### src/source/cpu_settings.svh
`ifndef CPU_SETTINGS_SVH
`define CPU_SETTINGS_SVH

// datapath sizes
`define WORD_WIDTH    32
`define REG_COUNT     32
`define REG_IDX_WIDTH 5
`define ZERO_REG      5'd31            // XZR

`define START_PC      32'h0000_1000    // first fetch after reset

// R format opcodes in inst[31:21]
`define OP_ADD        11'b100_0101_1000
`define OP_SUB        11'b110_0101_1000
`define OP_AND        11'b100_0101_0000
`define OP_ORR        11'b101_0101_0000
`define OP_EOR        11'b110_0101_0000

// I format opcodes in inst[31:22]
`define OP_ADDI       10'b10_0100_0100
`define OP_SUBI       10'b11_0100_0100

// D format, CB format in inst[31:24], B format in inst[31:26]
`define OP_LDUR       11'b111_1100_0010
`define OP_STUR       11'b111_1100_0000
`define OP_CBZ        8'b1011_0100
`define OP_B          6'b00_0101

`endif

### src/source/cpuPkg.sv
`include "cpu_settings.svh"

package cpuPkg;

    typedef logic [`WORD_WIDTH-1:0]    wordT;
    typedef logic [`REG_IDX_WIDTH-1:0] regIdxT;

    typedef enum logic [2:0] {
        ALU_ADD,
        ALU_SUB,
        ALU_AND,
        ALU_OR,
        ALU_XOR,
        ALU_PASS     // first operand straight through, for cbz
    } aluOpT;

    typedef struct packed {
        logic  regWrite;
        logic  memRead;
        logic  memWrite;
        logic  memToReg;
        logic  aluSrc;       // immediate as second operand
        logic  branch;       // conditional, taken on zero
        logic  uncondBranch;
        aluOpT aluOp;
    } ctrlT;

    typedef struct packed {
        ctrlT   ctrl;
        regIdxT readIdx1;
        regIdxT readIdx2;
        regIdxT writeIdx;
        wordT   imm;         // already extended and scaled
    } decodeT;

    typedef struct packed {
        wordT addr;
        wordT storeData;
        logic read;
        logic write;
    } memReqT;

    typedef struct packed {
        logic   en;
        regIdxT idx;
        wordT   data;
    } regWriteT;

endpackage

### src/source/programCounter.sv
`timescale 1ns/10ps
`include "cpu_settings.svh"

module programCounter (
    input  logic         clk,
    input  logic         rstN,
    input  cpuPkg::wordT imm,
    input  logic         branch,
    input  logic         uncondBranch,
    input  logic         zero,
    output cpuPkg::wordT pc
);

    cpuPkg::wordT seqPc;
    cpuPkg::wordT targetPc;
    logic         takeBranch;

    assign seqPc    = pc + cpuPkg::wordT'(4);
    assign targetPc = pc + imm;     // imm comes pre-scaled from the decoder

    // b always jumps, cbz only when the register was zero
    assign takeBranch = uncondBranch | (branch & zero);

    always_ff @(posedge clk or negedge rstN) begin
        if (!rstN) begin
            pc <= `START_PC;
        end else if (takeBranch) begin
            pc <= targetPc;
        end else begin
            pc <= seqPc;
        end
    end

endmodule

### src/source/instructionDecoder.sv
`timescale 1ns/10ps
`include "cpu_settings.svh"

module instructionDecoder (
    input  cpuPkg::wordT   inst,
    output cpuPkg::decodeT dec
);

    cpuPkg::regIdxT rn;
    cpuPkg::regIdxT rm;
    cpuPkg::regIdxT rd;
    logic [10:0]    opLong;     // R and D formats
    logic [9:0]     opImm;      // I format
    logic [7:0]     opCb;
    logic [5:0]     opB;
    logic           isRType;

    assign rn     = inst[9:5];
    assign rm     = inst[20:16];
    assign rd     = inst[4:0];      // also Rt
    assign opLong = inst[31:21];
    assign opImm  = inst[31:22];
    assign opCb   = inst[31:24];
    assign opB    = inst[31:26];

    assign isRType = (opLong == `OP_ADD) || (opLong == `OP_SUB) || (opLong == `OP_AND)
                  || (opLong == `OP_ORR) || (opLong == `OP_EOR);

    always_comb begin
        dec = '0;   // unknown opcode leaves every control low
        if (isRType) begin
            dec.ctrl.regWrite = 1'b1;
            dec.readIdx1      = rn;
            dec.readIdx2      = rm;
            dec.writeIdx      = rd;
            case (opLong)
                `OP_SUB: dec.ctrl.aluOp = cpuPkg::ALU_SUB;
                `OP_AND: dec.ctrl.aluOp = cpuPkg::ALU_AND;
                `OP_ORR: dec.ctrl.aluOp = cpuPkg::ALU_OR;
                `OP_EOR: dec.ctrl.aluOp = cpuPkg::ALU_XOR;
                default: dec.ctrl.aluOp = cpuPkg::ALU_ADD;
            endcase
        end else if ((opImm == `OP_ADDI) || (opImm == `OP_SUBI)) begin
            dec.ctrl.regWrite = 1'b1;
            dec.ctrl.aluSrc   = 1'b1;
            dec.ctrl.aluOp    = (opImm == `OP_SUBI) ? cpuPkg::ALU_SUB : cpuPkg::ALU_ADD;
            dec.readIdx1      = rn;
            dec.writeIdx      = rd;
            dec.imm           = cpuPkg::wordT'(inst[21:10]);  // zero extended imm12
        end else if (opLong == `OP_LDUR) begin
            dec.ctrl.regWrite = 1'b1;
            dec.ctrl.memRead  = 1'b1;
            dec.ctrl.memToReg = 1'b1;
            dec.ctrl.aluSrc   = 1'b1;
            dec.ctrl.aluOp    = cpuPkg::ALU_ADD;
            dec.readIdx1      = rn;
            dec.writeIdx      = rd;
            dec.imm           = cpuPkg::wordT'(signed'(inst[20:12]));
        end else if (opLong == `OP_STUR) begin
            dec.ctrl.memWrite = 1'b1;
            dec.ctrl.aluSrc   = 1'b1;
            dec.ctrl.aluOp    = cpuPkg::ALU_ADD;
            dec.readIdx1      = rn;
            dec.readIdx2      = rd;     // Rt supplies the store data
            dec.imm           = cpuPkg::wordT'(signed'(inst[20:12]));
        end else if (opCb == `OP_CBZ) begin
            // Rt is tested through the first operand
            dec.ctrl.branch = 1'b1;
            dec.ctrl.aluOp  = cpuPkg::ALU_PASS;
            dec.readIdx1    = rd;
            dec.imm         = cpuPkg::wordT'(signed'({inst[23:5], 2'b00}));
        end else if (opB == `OP_B) begin
            dec.ctrl.uncondBranch = 1'b1;
            dec.imm               = cpuPkg::wordT'(signed'({inst[25:0], 2'b00}));
        end
    end

endmodule

### src/source/registerFile.sv
`timescale 1ns/10ps
`include "cpu_settings.svh"

module registerFile (
    input  logic             clk,
    input  logic             rstN,
    input  cpuPkg::regIdxT   readIdx1,
    input  cpuPkg::regIdxT   readIdx2,
    input  cpuPkg::regWriteT wr,
    output cpuPkg::wordT     rdData1,
    output cpuPkg::wordT     rdData2
);

    cpuPkg::wordT regs [`REG_COUNT];

    // register n comes out of reset holding n
    always_ff @(posedge clk or negedge rstN) begin
        if (!rstN) begin
            for (int i = 0; i < `REG_COUNT; i++) begin
                regs[i] <= cpuPkg::wordT'(i);
            end
        end else if (wr.en && (wr.idx != `ZERO_REG)) begin
            regs[wr.idx] <= wr.data;
        end
    end

    // async reads, XZR always zero
    assign rdData1 = (readIdx1 == `ZERO_REG) ? '0 : regs[readIdx1];
    assign rdData2 = (readIdx2 == `ZERO_REG) ? '0 : regs[readIdx2];

endmodule

### src/source/executeUnit.sv
`timescale 1ns/10ps

module executeUnit (
    input  logic             rstN,
    input  cpuPkg::decodeT   dec,
    input  cpuPkg::wordT     rdData1,
    input  cpuPkg::wordT     rdData2,
    input  cpuPkg::wordT     loadData,
    output cpuPkg::memReqT   memReq,
    output cpuPkg::regWriteT regWb,
    output logic             zero
);

    cpuPkg::wordT opB;
    cpuPkg::wordT aluResult;

    assign opB = dec.ctrl.aluSrc ? dec.imm : rdData2;

    always_comb begin
        case (dec.ctrl.aluOp)
            cpuPkg::ALU_SUB:  aluResult = rdData1 - opB;
            cpuPkg::ALU_AND:  aluResult = rdData1 & opB;
            cpuPkg::ALU_OR:   aluResult = rdData1 | opB;
            cpuPkg::ALU_XOR:  aluResult = rdData1 ^ opB;
            cpuPkg::ALU_PASS: aluResult = rdData1;
            default:          aluResult = rdData1 + opB;    // add, address calc
        endcase
    end

    assign zero = (aluResult == '0);

    // data memory request, address from the alu
    assign memReq.addr      = aluResult;
    assign memReq.storeData = rdData2;
    assign memReq.read      = dec.ctrl.memRead;
    assign memReq.write     = dec.ctrl.memWrite & rstN;   // no stores in reset

    assign regWb.en   = dec.ctrl.regWrite & rstN;
    assign regWb.idx  = dec.writeIdx;
    assign regWb.data = dec.ctrl.memToReg ? loadData : aluResult;

endmodule

### src/source/cpuTop.sv
`timescale 1ns/10ps

module cpuTop (
    input  logic             clk,
    input  logic             rstN,
    output cpuPkg::wordT     instAddr,
    input  cpuPkg::wordT     inst,
    output cpuPkg::memReqT   memReq,
    input  cpuPkg::wordT     loadData,
    output cpuPkg::regWriteT regWb
);

    cpuPkg::decodeT dec;
    cpuPkg::wordT   rdData1;
    cpuPkg::wordT   rdData2;
    logic           zero;

    programCounter uPc (
        .clk          (clk),
        .rstN         (rstN),
        .imm          (dec.imm),
        .branch       (dec.ctrl.branch),
        .uncondBranch (dec.ctrl.uncondBranch),
        .zero         (zero),
        .pc           (instAddr)
    );

    instructionDecoder uDecoder (
        .inst (inst),
        .dec  (dec)
    );

    // write port fed straight back from the execute stage
    registerFile uRegs (
        .clk      (clk),
        .rstN     (rstN),
        .readIdx1 (dec.readIdx1),
        .readIdx2 (dec.readIdx2),
        .wr       (regWb),
        .rdData1  (rdData1),
        .rdData2  (rdData2)
    );

    executeUnit uExec (
        .rstN     (rstN),
        .dec      (dec),
        .rdData1  (rdData1),
        .rdData2  (rdData2),
        .loadData (loadData),
        .memReq   (memReq),
        .regWb    (regWb),
        .zero     (zero)
    );

endmodule

### config.mk
export PLATFORM = sky130hd
export DESIGN_NAME = cpuTop
export DESIGN_NICKNAME = d
export VERILOG_FILES = /design/src/source/cpuPkg.sv /design/src/source/programCounter.sv /design/src/source/instructionDecoder.sv /design/src/source/registerFile.sv /design/src/source/executeUnit.sv /design/src/source/cpuTop.sv
export VERILOG_INCLUDE_DIRS = /design/src /design/src/source
export SDC_FILE = /design/constraint.sdc
export NUM_CORES = 2
export LEC_CHECK = 0
export BUFFER_PORTS_ARGS = -buffer_cell sky130_fd_sc_hd__buf_2
export CAP_MARGIN = 20
export CORE_MARGIN = 4
export CORE_UTILIZATION = 69
export DETAILED_ROUTE_END_ITERATION = 8
export GPL_TIMING_DRIVEN = 0
export PLACE_DENSITY = 0.91
export SYNTH_ARGS = -nofsm -noshare
export SYNTH_HDL_FRONTEND = slang
export SYNTH_HIERARCHICAL = 1
export SYNTH_SLANG_ARGS = --single-unit
### constraint.sdc
create_clock -name clk -period 31.4 [get_ports clk]
set_input_delay 6.28 -clock clk [delete_from_list [all_inputs] [get_ports clk]]
set_output_delay 6.28 -clock clk [all_outputs]
set_load 0.01 [all_outputs]
[Word-level counts from Yosys, hierarchy flattened]
Cells that the tools add are included.
Operators by class
  add/subtract/negate cells: 4
  order comparisons: 4
  equal/unequal tests: 19
  mux-type cells: 48
  bitwise logic cells: 10
  reductions and logical operators: 8
Operators by type and width (number)
  $bwmux 1024: 1
  $mux 32: 15
  $bmux 32 s5: 2
  $demux 32 s5: 1
  $pmux 32 s5: 1
  $eq 11x11->1 const B: 7
  $add 32x32->32: 2
  $mux 37: 1
  $add 32x3->32 const B: 1
  $and 32x32->32: 1
  $logic_not 32->1: 1
  $mux 8: 4
  $or 32x32->32: 1
  $sub 32x32->32: 1
  $xor 32x32->32: 1
  $eq 10x10->1 const B: 2
  $mux 5: 4
  $ge 6x6->1 const B: 3
  $mux 18: 1
  $not 5->6: 3
  $pmux 3 s4: 1
  $mux 1: 11
  $eq 5x5->1 const B: 2
  $eq 8x8->1 const B: 1
  other kinds (13): 25
Storage, ports and cells
  register bits: 1056
  bits of input ports: 66

[Longest topological paths before layout]
  word-level depth: 19
  depth in mapped cells: 40

[Cells and area by module]
Netlist, hierarchy kept.
Modules (own cells, without submodules)
  registerFile: times used 1, cells an instance 3705, area each 54484.8 µm², sequential area each 25724.7 µm²
  executeUnit: times used 1, cells an instance 840, area each 5992.0 µm², sequential area each 0.0 µm²
  programCounter: times used 1, cells an instance 436, area each 3398.3 µm², sequential area each 802.0 µm²
  instructionDecoder: times used 1, cells an instance 137, area each 909.6 µm², sequential area each 0.0 µm²

[Worst setup path before layout]
OpenSTA, ideal clock, no wires.
  path type: input-to-output
  start: input port inst[29]
  end: output port regWb[30] (netlist bit)
  arrival: 12.632 ns
  data required time: 25.120 ns
  path slack: 12.488 ns
  stages: 30
  path buffers: 6
  path through: clkbuf_1 > nor4b_1 > a32o_1 > nand2_1 > inv_1 > clkbuf_1 > buf_1 > buf_2 > buf_2 > buf_1 > mux2i_1 > ha_1 > o21ai_0 > or3_1 > nor2_1 > nand2_1 > inv_1 > nand2_1 > nand2_1 > xnor2_1 > ha_1 > or2_2 > a21o_1 > nand2_1 > a21oi_1 > o21a_1 > nor4_1 > xor2_1 > o21ai_0 > mux2_2
RTL lines
  start: declaration: line cpuTop.sv:7  | input cpuPkg::wordT inst,
  end: declaration: line cpuTop.sv:10  | output cpuPkg::regWriteT regWb

==> impl_summary.md <==
Setup path
The worst setup path is of the input pin to output port kind. On the critical path, the stage with the largest delay is an instance of buf_2. STA classifies the critical path endpoint as an output port. The most frequent cell on the critical path is buf_2. Counting cells, the worst reg-to-reg path comes to 27. The worst stage delay on the critical path is 0.73 ns. STA puts the critical path data arrival time at 16.83 ns. The worst setup path is launched from an input pin. The total stage count of the critical path is 32. For the worst setup path, the data required time is 25.12 ns. The highest net fanout along the worst path is 10. Grouping stages by cell kind, the critical path spends the most delay in compound AO/OA/AOI/OAI gates.

The number of buffers and inverters on the critical path is 7.

Detailed routing
For this block, the routed nets add up to 253000 um of wire. The average via count per standard cell is just under 8. The routed layout has between 50000 and 60000 vias. The first TritonRoute pass finished after 9 iterations. The residual antenna-violating net count after detailed routing is 0. In the routed design, unresolved DRC markers number 5. Dividing the detail-routed wire length by the instance count gives approximately 37 um. The number of DRC markers in iteration 0 is approximately 9700.

Pwr
The leakage power of the design is between 30 and 40 nW. The design draws a little over 0.005 W. The worst supply voltage drop on vdd is roughly 81 uV. The power density of the placed cells is a little over 70 nW/um^2.

Placed design
Summing all placed instances gives a cell area of ~68000 um^2. The detailed-placement wirelength estimate is around 180000 um. Port buffering added roughly 200 buffers. The congestion estimate from routability-driven global placement came to between 1 and 1.5.

Global route
Entering global routing, the biggest net connects between 150 and 200 pins. The global-route usage over all layers is approximately 50%. The number of antenna violations at the first check in global routing is 14. The number of global-route vias before repair is about 54000. The overflow left after global routing is 0. The first global-routing pass estimated 364000 um of wire.

Logic synthesis
The cell taking the most area after synthesis is dfrtp_1. mux2_2 is the most common cell in the netlist. The share of Yosys cell area claimed by the top area cell type is between 30% and 40%. The distinct cell type count after synthesis is 99.

After synthesis, the cell types taking the most area are dfrtp_1 38%, mux2_2 18%, mux4_2 13%. Summing every instance area after synthesis gives about 65000 um^2. The proportion of register bits with asynchronous set or reset after synthesis is between 90% and 100%. Counting instances in the post-synthesis netlist gives the leading cell types as 1061 x mux2_2, 975 x dfrtp_1, 384 x mux4_2. The net count of the mapped netlist is 5314.

The share of the yosys chip area belonging to registers is about two fifths. The total of flip-flops plus latches after synthesis is ~1100. The synthesized area per cell is around 13 um^2. The most common flop cell mapped by yosys is dfrtp_1. The number of enable-type register cells in the synthesized netlist is 0. For this run, the number of Yosys warnings is 6. The post-synthesis instance total is a little over 5000.

Status
The run finished, with violations left. The final reports fail on design-rule violations.

Finish
The layout cell share with drive strength beyond 1 is between 30% and 40%. At the end of the flow, the number of nets in the layout was roughly 5700. The post-route cell area is slightly above 70000 um^2. The area growth from synthesis to layout is 10.8%. The storage element area is roughly 27000 um^2. The count of filler cells inserted in the layout is 5398. The area used by multi-input combinational logic is ~35000 um^2.

Timing
The worst pin sits at a relative slew slack of ~14%. The number of max-slew violations in the final report is 0. The final setup violation count is 0. For the pin with the worst max-slew slack, the measured transition is approximately 1.3 ns. Clock skew on the completed layout was measured at roughly 0.036 ns. The final critical-path required period is approximately 23 ns.

The ratio of final minimum period to clock period is roughly three quarters. The hold violation total from the final report was 0. Setup repair after global routing left no endpoint under its margin. For this run, the top clock speed supported by timing is about 43 MHz.

Clock tree
The number of gates given a new drive strength after cts is 0. The CTS tree is built. The clock transition time at the flip-flop clock pins of the worst setup and hold paths is 0.07 ns. The source-to-sink clock delay at the later pin of the worst-skew pair is roughly 0.75 ns.

Hold repair after CTS inserted 0 buffers. Buffers added to address setup during post-CTS repair amount to 0. The deepest clock path buffer count is 3. The number of H-tree levels is 3. The cell at the root of the clock tree is clkbuf_16. The number of buffers added by the clock tree synthesis step is 107. For this design, the sink count on the clock tree is roughly 1100.

Die
The site row count is about 110. The initial core utilization is between 60 and 70%. The die area is roughly 99000 um^2. The core box area is around 93000 um^2.

The overall die width is 314 um. around 200 I/O pins were placed. In this run the vertical extent of the chip is roughly 310 um.

Min path
Along the worst hold path, the cell count comes to 1. The worst hold path belongs to the class flip-flop to flip-flop.

Run
The reported max-cap violation count is 0.
metrics by stage:
stage                     cells  worst slack, ns  hold slack, ns  utilization (%)  setup TNS, ns
final                      6835             8.29           0.464             77.0              0
after global routing       6824             8.34           0.462             77.0              0
after CTS                  6801             9.11           0.458             76.8              0
after detailed placement   6599             9.13           0.448             72.7              0
after global placement     6573          -0.0399           0.439             72.3        -0.0399
after floorplan            5118            12.49           0.432                -              0
cell usage in the layout, fill, tap and decap left out, types with 18 or more instances in the layout:
cell,count
buf_1,63
a211oi_1,101
dfstp_2,81
a31oi_1,46
o21ai_0,108
a221o_1,37
a221oi_1,45
and2_1,42
clkbuf_1,292
nand4_1,20
and3_1,18
mux2i_1,373
o22ai_1,47
nor3_1,32
mux2_2,1061
ha_1,128
dfrtp_1,975
xor2_1,23
inv_1,101
clkbuf_8,37
buf_2,323
mux4_2,384
a21oi_1,157
a2bb2oi_1,29
buf_4,97
a22oi_1,46
a21o_1,32
nand3_1,34
nand2_1,194
clkbuf_16,107
nor2_1,124
o221ai_1,44
xnor2_1,70
registers in the layout, summed over array words and instances, names as in the netlist:
signal,flops
uPc/pc,32
uRegs/regs,1024
layout make-up:
class | count | area share (%)
tap | 1254 | 2.19
sequential | 1056 | 37.0
clock inverter | 42 | 0.863
buffer | 538 | 3.51
inverter | 102 | 0.533
antenna | 11 | 0.0384
multi-input combinational | 3422 | 49.3
clock buffer | 160 | 4.48
timing repair buffer | 250 | 2.16
worst register-to-register path: cells and delay by family, from the launching register on:
kind                       cells  cell delay [ns]
muxes                          3             1.22
adders and majority gates      2             0.50
DFF                            1             0.41
buffers and inverters          3             1.13
and+or+nand+nor                6             3.12
xor gates and xnor gates       1             0.16
AOI/OAI and AO/OA             12             3.29
metal layers:
| metal | routed length (um) | track usage [%] | vias to the layer above |
|---|---|---|---|
| met5 | 275 | 0.939 | - |
| met4 | 25400 | 37.5 | 22 |
| met3 | 41200 | 25.4 | 1793 |
| met2 | 107000 | 73.2 | 5519 |
| met1 | 79200 | 58.2 | 26252 |
| li1 | - | - | 20167 |
report_power, final:
part	switching (W)	internal, W
sequential	0.0000281	0.00138
combinational	0.00179	0.000579
clock	0.000591	0.000811
worst paths after layout:
path | slack, ns | to | startpoint
worst max-delay path | 8.29 | regWb[31] | inst[25]
worst min-delay path | 0.46 | uRegs/regs[2] | uRegs/regs[2]
worst max register to register | 21.51 | uPc/pc[4] | uRegs/regs[833]
worst min register to register | 0.46 | uRegs/regs[2] | uRegs/regs[2]
max in group asynchronous | 23.00 | uRegs/regs[601] | rstN
min in group asynchronous | 5.37 | uPc/pc[2] | rstN
kinds of logic (layout without fill, tap and decap cells):
family	count (synthesis)	in the layout	synth area share [%]
XOR/XNOR	93	93	1.26
adder cells (fa/ha/maj)	130	130	2.53
other	0	11	0
flip-flops	1056	1056	40.9
AND/OR/NAND/NOR	569	569	4.42
AO/OA/AOI/OAI	812	812	8.81
buffers and inverters	640	1092	4.48
multiplexers	1818	1818	37.6
No activity file was read; power rests on OpenSTA's default activity.
